==> src/common/me_pkg.sv <==
package me_pkg;

    // ------------------------------------------------------------------
    // dimensions
    // ------------------------------------------------------------------

    // current block is BLOCK_DIM x BLOCK_DIM
    localparam int BLOCK_DIM    = 4;
    localparam int BLOCK_PIX    = BLOCK_DIM * BLOCK_DIM;
    // search area is AREA_DIM x AREA_DIM
    localparam int AREA_DIM     = 8;
    // candidate displacements per axis
    localparam int SEARCH_DIM   = AREA_DIM - BLOCK_DIM + 1;
    localparam int NUM_CAND     = SEARCH_DIM * SEARCH_DIM;
    // vector range is -SEARCH_RANGE..+SEARCH_RANGE
    localparam int SEARCH_RANGE = 2;

    // ------------------------------------------------------------------
    // widths
    // ------------------------------------------------------------------

    localparam int PIXEL_W = 8;
    // 16 x 255 = 4080 fits in 12 bits
    localparam int SAD_W   = 12;
    localparam int COORD_W = 3;
    localparam int BLK_W   = 4;
    localparam int MV_W    = 3;

    // ------------------------------------------------------------------
    // types
    // ------------------------------------------------------------------

    typedef logic [PIXEL_W-1:0] pixel_t;
    typedef logic [SAD_W-1:0] sad_t;
    typedef logic [COORD_W-1:0] coord_t;
    typedef logic [BLK_W-1:0] blk_idx_t;
    // pixel 0 in the lowest byte
    typedef logic [BLOCK_PIX*PIXEL_W-1:0] block_flat_t;
    // candidate c = 5*row + col, c = 0 in the lowest bits
    typedef logic [NUM_CAND*SAD_W-1:0] sad_vec_t;
    typedef logic signed [MV_W-1:0] mv_t;

    // min search FSM
    typedef enum logic [1:0] {
        IDLE,
        SCAN,
        EMIT_X,
        EMIT_Y
    } search_state_t;

endpackage
==> src/hdl/me_top.sv <==
`timescale 1ns/1ns

module me_top (
    input  logic           clk,
    input  logic           rst_n,
    input  logic           block_valid,
    input  logic           area_valid,
    input  me_pkg::pixel_t in_data,
    output logic           out_valid,
    output me_pkg::mv_t    out_vector
);

    // block pixels and job start
    me_pkg::block_flat_t block;
    logic                block_start;
    // finished sums
    me_pkg::sad_vec_t    sums;
    logic                sums_done;

    // ------------------------------------------------------------------
    // block capture
    // ------------------------------------------------------------------

    block_buffer i_block_buffer (
        .clk         (clk),
        .rst_n       (rst_n),
        .block_valid (block_valid),
        .in_data     (in_data),
        .block       (block),
        .block_start (block_start)
    );

    // SAD accumulation over the area
    sad_array i_sad_array (
        .clk         (clk),
        .rst_n       (rst_n),
        .area_valid  (area_valid),
        .in_data     (in_data),
        .block       (block),
        .block_start (block_start),
        .sums        (sums),
        .sums_done   (sums_done)
    );

    // best candidate and vector out
    min_search i_min_search (
        .clk        (clk),
        .rst_n      (rst_n),
        .sums       (sums),
        .sums_done  (sums_done),
        .out_valid  (out_valid),
        .out_vector (out_vector)
    );

endmodule

==> src/hdl/min_search.sv <==
`timescale 1ns/1ns

module min_search (
    input  logic             clk,
    input  logic             rst_n,
    input  me_pkg::sad_vec_t sums,
    input  logic             sums_done,
    output logic             out_valid,
    output me_pkg::mv_t      out_vector
);

    localparam int IDX_W = $clog2(me_pkg::NUM_CAND);

    me_pkg::search_state_t state;
    logic [IDX_W-1:0]      cand_idx;
    logic [IDX_W-1:0]      min_idx;
    me_pkg::sad_t          min_sad;
    me_pkg::sad_t          cur_sad;
    me_pkg::mv_t           vec_x;
    me_pkg::mv_t           vec_y;

    // sum under the scan pointer
    assign cur_sad = sums[cand_idx*me_pkg::SAD_W +: me_pkg::SAD_W];

    // winner index to vector, col gives x, row gives y
    assign vec_x = me_pkg::mv_t'(int'(min_idx % me_pkg::SEARCH_DIM) - me_pkg::SEARCH_RANGE);
    assign vec_y = me_pkg::mv_t'(me_pkg::SEARCH_RANGE - int'(min_idx / me_pkg::SEARCH_DIM));

    // ------------------------------------------------------------------
    // scan FSM
    // ------------------------------------------------------------------

    always_ff @(posedge clk or negedge rst_n) begin
        if (!rst_n) begin
            state    <= me_pkg::IDLE;
            cand_idx <= '0;
        end else begin
            case (state)
                me_pkg::IDLE: begin
                    if (sums_done) begin
                        state    <= me_pkg::SCAN;
                        cand_idx <= '0;
                    end
                end
                me_pkg::SCAN: begin
                    // one candidate per cycle, 0..24
                    if (cand_idx == IDX_W'(me_pkg::NUM_CAND - 1)) begin
                        state    <= me_pkg::EMIT_X;
                        cand_idx <= '0;
                    end else begin
                        cand_idx <= cand_idx + 1'b1;
                    end
                end
                me_pkg::EMIT_X: state <= me_pkg::EMIT_Y;
                me_pkg::EMIT_Y: state <= me_pkg::IDLE;
                default:        state <= me_pkg::IDLE;
            endcase
        end
    end

    // running minimum
    always_ff @(posedge clk) begin
        if (state == me_pkg::IDLE && sums_done) begin
            // above any real sum, so candidate 0 always loads
            min_sad <= '1;
        end else if (state == me_pkg::SCAN && cur_sad < min_sad) begin
            // strict compare, lowest index keeps a tie
            min_sad <= cur_sad;
            min_idx <= cand_idx;
        end
    end

    // ------------------------------------------------------------------
    // output, x then y
    // ------------------------------------------------------------------

    always_ff @(posedge clk or negedge rst_n) begin
        if (!rst_n) begin
            out_valid  <= 1'b0;
            out_vector <= '0;
        end else begin
            out_valid  <= (state == me_pkg::EMIT_X) || (state == me_pkg::EMIT_Y);
            // zero outside the two output cycles
            out_vector <= (state == me_pkg::EMIT_X) ? vec_x :
                          (state == me_pkg::EMIT_Y) ? vec_y : '0;
        end
    end

endmodule

==> src/sad_array/sad_array.sv <==
`timescale 1ns/1ns

module sad_array (
    input  logic                clk,
    input  logic                rst_n,
    input  logic                area_valid,
    input  me_pkg::pixel_t      in_data,
    input  me_pkg::block_flat_t block,
    input  logic                block_start,
    output me_pkg::sad_vec_t    sums,
    output logic                sums_done
);

    // ------------------------------------------------------------------
    // area position
    // ------------------------------------------------------------------

    // raster position of the sample on in_data
    me_pkg::coord_t area_row;
    me_pkg::coord_t area_col;
    logic           row_end;
    logic           last_sample;

    // last column of a row
    assign row_end     = (area_col == me_pkg::coord_t'(me_pkg::AREA_DIM - 1));
    // bottom right sample closes the area
    assign last_sample = area_valid && row_end &&
                         (area_row == me_pkg::coord_t'(me_pkg::AREA_DIM - 1));

    always_ff @(posedge clk or negedge rst_n) begin
        if (!rst_n) begin
            area_row <= '0;
            area_col <= '0;
        end else if (block_start) begin
            // new job, restart at the top left
            area_row <= '0;
            area_col <= '0;
        end else if (area_valid) begin
            area_col <= area_col + 1'b1;
            // wraps to zero after row 7
            if (row_end) begin
                area_row <= area_row + 1'b1;
            end
        end
    end

    // one cycle after the 64th sample is taken
    always_ff @(posedge clk or negedge rst_n) begin
        if (!rst_n) begin
            sums_done <= 1'b0;
        end else begin
            sums_done <= last_sample;
        end
    end

    // ------------------------------------------------------------------
    // candidate cells
    // ------------------------------------------------------------------

    // one accumulator per displacement, c = 5*row + col
    for (genvar r = 0; r < me_pkg::SEARCH_DIM; r++) begin : g_row
        for (genvar c = 0; c < me_pkg::SEARCH_DIM; c++) begin : g_col
            sad_cell #(
                .CAND_ROW (r),
                .CAND_COL (c)
            ) i_sad_cell (
                .clk          (clk),
                .rst_n        (rst_n),
                .clear        (block_start),
                .sample_valid (area_valid),
                .area_row     (area_row),
                .area_col     (area_col),
                .sample       (in_data),
                .block        (block),
                .sum          (sums[(r*me_pkg::SEARCH_DIM+c)*me_pkg::SAD_W +: me_pkg::SAD_W])
            );
        end
    end

endmodule

==> src/sad_array/sad_cell.sv <==
`timescale 1ns/1ns

module sad_cell #(
    parameter int CAND_ROW = 0,
    parameter int CAND_COL = 0
) (
    input  logic                clk,
    input  logic                rst_n,
    input  logic                clear,
    input  logic                sample_valid,
    input  me_pkg::coord_t      area_row,
    input  me_pkg::coord_t      area_col,
    input  me_pkg::pixel_t      sample,
    input  me_pkg::block_flat_t block,
    output me_pkg::sad_t        sum
);

    // window covers rows CAND_ROW..+3, cols CAND_COL..+3
    localparam me_pkg::coord_t ROW_LO = me_pkg::coord_t'(CAND_ROW);
    localparam me_pkg::coord_t ROW_HI = me_pkg::coord_t'(CAND_ROW + me_pkg::BLOCK_DIM - 1);
    localparam me_pkg::coord_t COL_LO = me_pkg::coord_t'(CAND_COL);
    localparam me_pkg::coord_t COL_HI = me_pkg::coord_t'(CAND_COL + me_pkg::BLOCK_DIM - 1);

    logic             in_win;
    me_pkg::coord_t   rel_row;
    me_pkg::coord_t   rel_col;
    me_pkg::blk_idx_t blk_idx;
    me_pkg::pixel_t   ref_pix;
    me_pkg::pixel_t   abs_diff;

    assign in_win = (area_row >= ROW_LO) && (area_row <= ROW_HI) &&
                    (area_col >= COL_LO) && (area_col <= COL_HI);

    // position inside the block, only meaningful in the window
    assign rel_row = area_row - ROW_LO;
    assign rel_col = area_col - COL_LO;
    assign blk_idx = me_pkg::blk_idx_t'(rel_row * me_pkg::BLOCK_DIM + rel_col);
    assign ref_pix = block[blk_idx*me_pkg::PIXEL_W +: me_pkg::PIXEL_W];

    // |sample - ref| without a sign bit
    assign abs_diff = (sample > ref_pix) ? (sample - ref_pix) : (ref_pix - sample);

    always_ff @(posedge clk or negedge rst_n) begin
        if (!rst_n) begin
            sum <= '0;
        end else if (clear) begin
            sum <= '0;
        end else if (sample_valid && in_win) begin
            // holes in sample_valid leave the sum alone
            sum <= sum + me_pkg::sad_t'(abs_diff);
        end
    end

endmodule

==> src/hdl/block_buffer.sv <==
`timescale 1ns/1ns

module block_buffer (
    input  logic                clk,
    input  logic                rst_n,
    input  logic                block_valid,
    input  me_pkg::pixel_t      in_data,
    output me_pkg::block_flat_t block,
    output logic                block_start
);

    // ------------------------------------------------------------------
    // storage
    // ------------------------------------------------------------------

    // 16 block pixels, raster order
    me_pkg::pixel_t   mem [me_pkg::BLOCK_PIX];
    // next slot to write, wraps after 16
    me_pkg::blk_idx_t wr_idx;

    // first pixel of a new block
    assign block_start = block_valid && (wr_idx == '0);

    // write index
    always_ff @(posedge clk or negedge rst_n) begin
        if (!rst_n) begin
            wr_idx <= '0;
        end else if (block_valid) begin
            wr_idx <= wr_idx + 1'b1;
        end
    end

    // pixel capture
    always_ff @(posedge clk) begin
        if (block_valid) begin
            mem[wr_idx] <= in_data;
        end
    end

    // ------------------------------------------------------------------
    // flatten for the cells
    // ------------------------------------------------------------------

    // every cell sees all 16 pixels at once
    always_comb begin
        for (int i = 0; i < me_pkg::BLOCK_PIX; i++) begin
            block[i*me_pkg::PIXEL_W +: me_pkg::PIXEL_W] = mem[i];
        end
    end

endmodule

==> config.mk <==
export PLATFORM = sky130hd
export DESIGN_NAME = me_top
export DESIGN_NICKNAME = d
export VERILOG_FILES = /design/src/common/me_pkg.sv /design/src/hdl/me_top.sv /design/src/hdl/min_search.sv /design/src/sad_array/sad_array.sv /design/src/sad_array/sad_cell.sv /design/src/hdl/block_buffer.sv
export SDC_FILE = /design/constraint.sdc
export NUM_CORES = 2
export LEC_CHECK = 0
export BUFFER_PORTS_ARGS = -buffer_cell sky130_fd_sc_hd__buf_2
export CAP_MARGIN = 20
export CORE_UTILIZATION = 71
export CTS_BUF_LIST = sky130_fd_sc_hd__clkbuf_8 sky130_fd_sc_hd__clkbuf_16
export DETAILED_ROUTE_END_ITERATION = 6
export PLACE_DENSITY = 0.88
export SYNTH_ARGS = -nofsm -noshare
export SYNTH_HDL_FRONTEND = slang
export SYNTH_SLANG_ARGS = --single-unit
==> constraint.sdc <==
create_clock -name clk -period 13.6 [get_ports clk]
set_clock_uncertainty 0.2 [all_clocks]
set_input_delay 2.04 -clock clk [delete_from_list [all_inputs] [get_ports clk]]
set_output_delay 2.04 -clock clk [all_outputs]
set_load 0.02 [all_outputs]
* Yosys cells after proc, flatten, opt, wreduce, memory -nomap -nowiden *
Memory sizes are Yosys's and may differ from the RTL's.
Cells that the tools add are included.

storage, ports and cells
  memory bits (read-only) = 0
  output and inout bits = 4
  register bits = 339
  memories = 1
  word-level logic and storage cells = 444
  RAM bits = 128
  bits in latches = 0

cells by class
  shift operators = 26
  order comparisons = 46
  $add $sub $neg = 114
  multiplexer cells = 90
  equal/unequal tests = 8
  div/mod/pow operators = 2
  multiply operators = 1
  reductions and logical operators = 120
  bitwise gates (word level) = 1

memory list
  name                words  bits a word  read ports  clocked after memory_dff  wr ports  line                text
  i_block_buffer.mem  16     8            16          0                         1         block_buffer.sv:17  me_pkg::pixel_t mem [me_pkg::BLOCK_PIX];

operators by type and width
  cell                                                               count
  variable part select 128 x 8 -> 8 bit                              25
  two-way mux 12 bit                                                 50
  subtractor 8 bit                                                   50
  adder 12 x 8 -> 12 bit                                             25
  variable part select 300 x 10 -> 12 bit                            1
  greater-than comparator 8 bit                                      25
  two-way mux 8 bit                                                  25
  adder 4 x 3 -> 4 bit                                               25
  logical AND 1 bit                                                  85
  nonzero test 2 bit                                                 28
  divider 5 x 3 -> 32 bit, second input constant                     1
  remainder unit 5 x 3 -> 32 bit, second input constant              1
  <= comparator 3 bit, second input constant                         8
  two-way mux 3 bit                                                  7
  greater-or-equal comparator 3 x 1 -> 1 bit, second input constant  4
  greater-or-equal comparator 3 x 2 -> 1 bit, second input constant  4
  less-than comparator 12 bit                                        1
  two-way mux 5 bit                                                  2
  case mux 5 bit (2 select lines)                                    1
  case mux 2 bit (4 select lines)                                    1
  AND reduction 2 bit                                                4
  multiplier 5 x 2 -> 7 bit, second input constant                   1
  adder 3 x 1 -> 3 bit, second input constant                        2
  equality test 3 bit, second input constant                         2
  21 further kinds                                                   30

* Depth between registers and ports, before layout *
  word-level depth = 8
  mapped depth = 32
  gate-level depth less buffers = 27

* Hierarchy *
Synthesis repeated with hierarchy kept, for this count alone.

second synthesis, totals
  cells, all modules = 7488
  area, all modules = 76963.8 um2

modules (own cells, without submodules)
  module                                               times used  cells each  area each (um2)  seq. area each (um2)
  min_search                                           1           427         4415.5           665.6
  block_buffer                                         1           170         4245.3           3943.8
  sad_cell (i_sad_array.g_row[3].g_col[3].i_sad_cell)  1           311         2974.1           300.3
  sad_cell (i_sad_array.g_row[1].g_col[2].i_sad_cell)  1           317         2915.3           300.3
  sad_cell (i_sad_array.g_row[4].g_col[1].i_sad_cell)  1           299         2882.8           300.3
  sad_cell (i_sad_array.g_row[2].g_col[2].i_sad_cell)  1           301         2879.0           300.3
  sad_cell (i_sad_array.g_row[4].g_col[2].i_sad_cell)  1           315         2816.5           300.3
  sad_cell (i_sad_array.g_row[3].g_col[0].i_sad_cell)  1           269         2761.4           300.3
  sad_cell (i_sad_array.g_row[1].g_col[4].i_sad_cell)  1           274         2751.4           300.3
  sad_cell (i_sad_array.g_row[1].g_col[1].i_sad_cell)  1           274         2743.9           300.3
  sad_cell (i_sad_array.g_row[3].g_col[4].i_sad_cell)  1           259         2721.4           300.3
  sad_cell (i_sad_array.g_row[4].g_col[4].i_sad_cell)  1           269         2698.8           300.3
  sad_cell (i_sad_array.g_row[3].g_col[1].i_sad_cell)  1           271         2688.8           300.3
  sad_cell (i_sad_array.g_row[2].g_col[1].i_sad_cell)  1           266         2687.6           300.3
  +14 rows                                             -           -           -                -

* Least setup slack after synthesis *
Ideal clock, no wire load.

  kind = register to register
  from = register i_sad_array.area_col[0]
  to = register i_sad_array.g_row[4].g_col[1].i_sad_cell.sum[10]
  data required time = 13.264 ns
  arrival time = 7.312 ns
  setup slack = 5.952 ns
  stages on the path, launching flop included = 30
  period minus slack after synthesis = 7.648 ns
  path through = dfrtp_1 clkbuf_1 clkbuf_1 buf_2 buf_2 inv_1 ha_1 buf_2 buf_1 clkbuf_1 mux4_2 mux2_2 o21a_1 ha_1 fa_1 nand2b_1 a21oi_1 o21bai_1 a21boi_0 buf_1 mux2_2 xnor2_1 ha_1 a21oi_1 o21ai_0 and2_1 o21a_1 o41ai_1 or3_1 a21oi_1

between the ends
  cells in the longest elaborated chain, start to end = 8
  elaborated cells on any way between the ends = 16

ends and longest elaborated chain
  what                                                               line             text
  from (decl)                                                        sad_array.sv:20  me_pkg::coord_t area_col;
  from (signal assigned)                                             sad_array.sv:39  area_col <= area_col + 1'b1;
  subtractor 3 x 1 -> 3 bit                                          sad_cell.sv:36   assign rel_col = area_col - COL_LO;
  adder 4 x 3 -> 4 bit                                               sad_cell.sv:37   assign blk_idx = me_pkg::blk_idx_t'(rel_row * me_pkg::BLOCK_DIM + rel_col);
  variable part select 128 x 8 -> 8 bit                              sad_cell.sv:38   assign ref_pix = block[blk_idx*me_pkg::PIXEL_W +: me_pkg::PIXEL_W];
  subtractor 8 bit or greater-than comparator 8 bit (tied branches)  sad_cell.sv:41   assign abs_diff = (sample > ref_pix) ? (sample - ref_pix) : (ref_pix - sample);
  two-way mux 8 bit                                                  sad_cell.sv:41
  adder 12 x 8 -> 12 bit                                             sad_cell.sv:50   sum <= sum + me_pkg::sad_t'(abs_diff);
  two-way mux 12 bit                                                 sad_cell.sv:48   end else if (sample_valid && in_win) begin
  two-way mux 12 bit                                                 sad_cell.sv:46   end else if (clear) begin
  to (signal assigned)                                               sad_cell.sv:50
  to (decl)                                                          sad_cell.sv:15   output me_pkg::sad_t sum

Several ways; a longest one is shown, not always the timed one. The select of a mux whose other input is x is not followed.
A chain may end at the register's enable or synchronous reset.

* Worst setup path after layout *
  from = register i_sad_array.area_col[1]
  to = register i_sad_array.g_row[1].g_col[3].i_sad_cell.sum[11]

between the ends
  cells in the longest elaborated chain, start to end = 8
  elaborated cells on any way between the ends = 16

ends and longest elaborated chain
  what                                                               line
  subtractor 3 x 2 -> 3 bit                                          sad_cell.sv:36
  adder 4 x 3 -> 4 bit                                               sad_cell.sv:37
  variable part select 128 x 8 -> 8 bit                              sad_cell.sv:38
  subtractor 8 bit or greater-than comparator 8 bit (tied branches)  sad_cell.sv:41
  two-way mux 8 bit                                                  sad_cell.sv:41
  adder 12 x 8 -> 12 bit                                             sad_cell.sv:50
  two-way mux 12 bit                                                 sad_cell.sv:48
  two-way mux 12 bit                                                 sad_cell.sv:46
  to (signal assigned)                                               sad_cell.sv:50
  to (decl)                                                          sad_cell.sv:15

Several ways; a longest one is shown, not always the timed one. The select of a mux whose other input is x is not followed.

==> impl_summary.log <==
INFO  metric area.sequential = approximately 0.012 sq mm
INFO  metric synth_sequential_area_ratio = approximately 25%
INFO  metric place.detailed.hpwl = between 100 and 150 mm
INFO  metric drtAntennaViolNets = 0
INFO  metric max-cap-violations = 0
INFO  metric num_vias = 44700
INFO  metric synth_top_flop_cell = dfrtp_1
INFO  metric wl = around 170 mm
INFO  metric slew_viol_final = 0
INFO  metric tritoncts = built
INFO  metric multiInputGateArea = roughly 0.035 sq mm
INFO  metric gp_weighted_congestion = roughly 1.1
INFO  metric io_buffer_count = 15
INFO  metric violations = DRC
INFO  metric crit_fanout = 70
INFO  metric grt_first_pass_wirelength = roughly 250 mm
INFO  metric syn_area = approximately 0.050 sq mm
INFO  metric detail_route.iter0.violations = approximately 6000
INFO  metric detail_route.vias_per_cell = 7.063
INFO  metric tns = 0 ns
INFO  metric worst-slew-pin-transition = approximately 1.3 ns
INFO  metric yosysWarnings = 0
INFO  metric postSynthRegisterBits = about 470
INFO  metric synth.cells.most_frequent = 560 x ha_1, 545 x inv_1, 519 x nand2_1
INFO  metric max-slew-margin-rel = between 10% and 20%
INFO  metric hold_path_class = flop to flop
INFO  metric synth_top_cell_by_area = dfrtp_1
INFO  metric layout.filler_cells = roughly 4700
INFO  metric status = finished with violations
INFO  metric fmaxAchievable = between 100 and 150 MHz
INFO  metric rows = 96
INFO  metric setup_repair_after_global_routing_missed_its_margin = false
INFO  metric synth.most_common_cell = ha_1
INFO  metric async_reset_ff_share = 68.95%
INFO  metric max-clock-path-buffers = 3
INFO  metric required = 13.95 ns
INFO  metric first_global_vias = ~42000
INFO  metric detail_route.drc_violations = 19
INFO  metric cts-hold-fix-buffers = 0
INFO  metric postCtsResizedCells = 0
INFO  metric std_cell_core_area = 0.06907 sq mm
INFO  metric post_synth_inst_count = 5429
INFO  metric num_io_pins = 16
INFO  metric die_height = roughly 270 um
INFO  metric period_needed = 8.595 ns
INFO  metric critical_path.endpoint_type = flop
INFO  metric clock_latency = around 0.66 ns
INFO  metric arrival = 8.94 ns
INFO  metric number_of_enable_type_register_cells_in_the_synthesized_netlist = about 130
INFO  metric starting_density_of_the_core = roughly 72%
INFO  metric cts_inserted_buffers = 53
INFO  metric netlist.area_leader.share = between 15 and 20%
INFO  metric place.detailed.instances = between 6000 and 7000
INFO  metric first_pass_iters = 7
INFO  metric cts_max_level = 2
INFO  metric count_of_non_filler_cells_in_the_finished_layout = 6328
INFO  metric report.final.setup_viol = 0
INFO  metric area_of_the_die = a little over 0.07 sq mm
INFO  metric clkSlewWorstSetupHoldPaths = roughly 0.080 ns
INFO  metric antenna_found_initial = 5
INFO  metric avgSynthCellArea = between 9 and 10 sq um
INFO  metric reg2reg_slack = ~5.0 ns
INFO  metric criticalPathCategory = flop to flop
INFO  metric global_route.usage.total = between 40% and 50%
INFO  metric drive_gt1_share = roughly 11%
INFO  metric post_cts.repair.setup_buffers = 0
INFO  metric start_kind = flop
INFO  metric area_growth_syn_to_fin = 5.900%
INFO  metric cts_root_buffer = clkbuf_16
INFO  metric clock_sink_count = 467
INFO  metric synth_nets = 6066
INFO  metric gr-total-overflow = 0
INFO  metric final_util = between 70% and 80%
INFO  metric synth_area_leaders = dfrtp_1 16%, ha_1 14%, mux4_2 9.0%
INFO  metric synth.lib_cells_used.distinct = 94
INFO  metric wire_per_inst = ~26 um
INFO  metric num-nets-final = ~6000
INFO  metric fin_crit_sh = between 60% and 70%
INFO  metric grt_max_degree = 95
INFO  metric die_w = roughly 270 um
INFO  metric final_count_of_hold_timing_violations = 0
## layer usage
metal | vias to the layer above | share of wire, % | GRT usage [%]
li1 | 19420 | - | -
met3 | 793 | 14 | 14.52
met4 | 8 | 8.0 | 30.26
met5 | - | 0.036 | 0
met1 | 21150 | 36 | 58.21
met2 | 3324 | 42 | 66.96
## metrics by stage
step / setup slack, ns / hold WS (ns) / instance area, sq um
2_1_floorplan: 5.952 / 0.2231 / 49900
3_3_place_gp: 5.412 / 0.2502 / 50890
3_5_place_dp: 5.276 / 0.2648 / 50890
4_1_cts: 5.172 / 0.2802 / 52730
5_1_grt: 4.788 / 0.3037 / 52840
6_report: 5.006 / 0.2767 / 52840
## cell usage in the layout (no fill, tap or decap), drive strengths merged, types with 35 or more instances in the layout
| cell type | netlist | final |
|---|---|---|
| ha | 560 | 560 |
| inv | 545 | 554 |
| nand2 | 519 | 519 |
| o21ai | 396 | 396 |
| a21oi | 337 | 337 |
| dfrtp | 322 | 322 |
| mux2i | 297 | 297 |
| nor2 | 280 | 280 |
| mux4 | 200 | 200 |
| xnor2 | 180 | 180 |
| mux2 | 143 | 143 |
| edfxtp | 133 | 133 |
| o21a | 112 | 112 |
| nor3 | 93 | 93 |
| buf | 75 | 91 |
| xor2 | 88 | 88 |
| nand2b | 71 | 71 |
| nand3 | 66 | 66 |
| a22o | 65 | 65 |
| fa | 65 | 65 |
| nor2b | 61 | 61 |
| clkbuf | 150 | 61 |
| a21o | 60 | 60 |
| a21boi | 59 | 59 |
| a211oi | 46 | 46 |
| nand4 | 35 | 35 |
## sequential cells by signal (all words and copies together), names as in the netlist
name	cells
i_min_search.min_sad	12
i_sad_array.sums_done	1
i_sad_array.g_row.g_col.i_sad_cell.sum	300
i_block_buffer.mem	128
i_sad_array.area_col	3
i_min_search.cand_idx	5
i_min_search.min_idx	5
i_min_search.out_valid	1
i_min_search.state	2
i_block_buffer.wr_idx	4
i_sad_array.area_row	3
i_min_search.out_vector	3
## cells by family after synthesis
kind of cell,Yosys count,synth area share (%)
buffers and inverters,771,5.963
multiplexers,640,18.21
XOR/XNOR,268,4.704
flip-flops,467,24.63
AO/OA/AOI/OAI,1367,17.67
AND/OR/NAND/NOR,1290,12.15
adder cells (fa/ha/maj),626,16.67
## worst max-delay path, cell delays in order (launching register included)
cell and delay, ns:
dfrtp_2 0.35, buf_4 0.74, inv_1 0.29, ha_4 1.07, mux4_2 0.65, mux2_2 0.32
o21a_1 0.32, ha_1 0.27, fa_1 0.39, nor2b_1 0.12, o21ai_0 0.11, a21o_1 0.25
a21oi_1 0.44, mux2i_1 0.35, nor2_1 0.13, xnor2_1 0.65, ha_1 0.40, inv_1 0.06
o21ai_0 0.10, a21oi_1 0.24, o21ai_0 0.16, a21oi_1 0.31, mux2_2 0.37, a21oi_1 0.13
## cell type report
class / count / share of cell area, %
flip-flops and latches: 467 / 23.28
inverters: 546 / 3.888
repair buffers: 92 / 1.387
diodes: 2 / 0.009471
clock buffers: 60 / 2.692
clock inverters: 39 / 0.7908
well taps: 931 / 2.204
multi-input cells: 4191 / 65.75
## final timing paths
kind,from,to,cells after the start
max in group asynchronous,rst_n,i_sad_array.g_row[2].g_col[0].i_sad_cell.sum[10]$_DFFE_PN0P_,4
min,i_min_search.min_sad[3]$_SDFFE_PP1P_,i_min_search.min_sad[3]$_SDFFE_PP1P_,2
max reg2reg,i_sad_array.area_col[1]$_DFFE_PN0P_,i_sad_array.g_row[1].g_col[3].i_sad_cell.sum[11]$_DFFE_PN0P_,23
max,i_sad_array.area_col[1]$_DFFE_PN0P_,i_sad_array.g_row[1].g_col[3].i_sad_cell.sum[11]$_DFFE_PN0P_,23
min in group asynchronous,rst_n,i_min_search.cand_idx[3]$_DFFE_PN0P_,1
min reg2reg,i_min_search.min_sad[3]$_SDFFE_PP1P_,i_min_search.min_sad[3]$_SDFFE_PP1P_,2
Power is not shown: default switching activity piles up to over one toggle a cycle in this logic, so the estimate is an artifact.
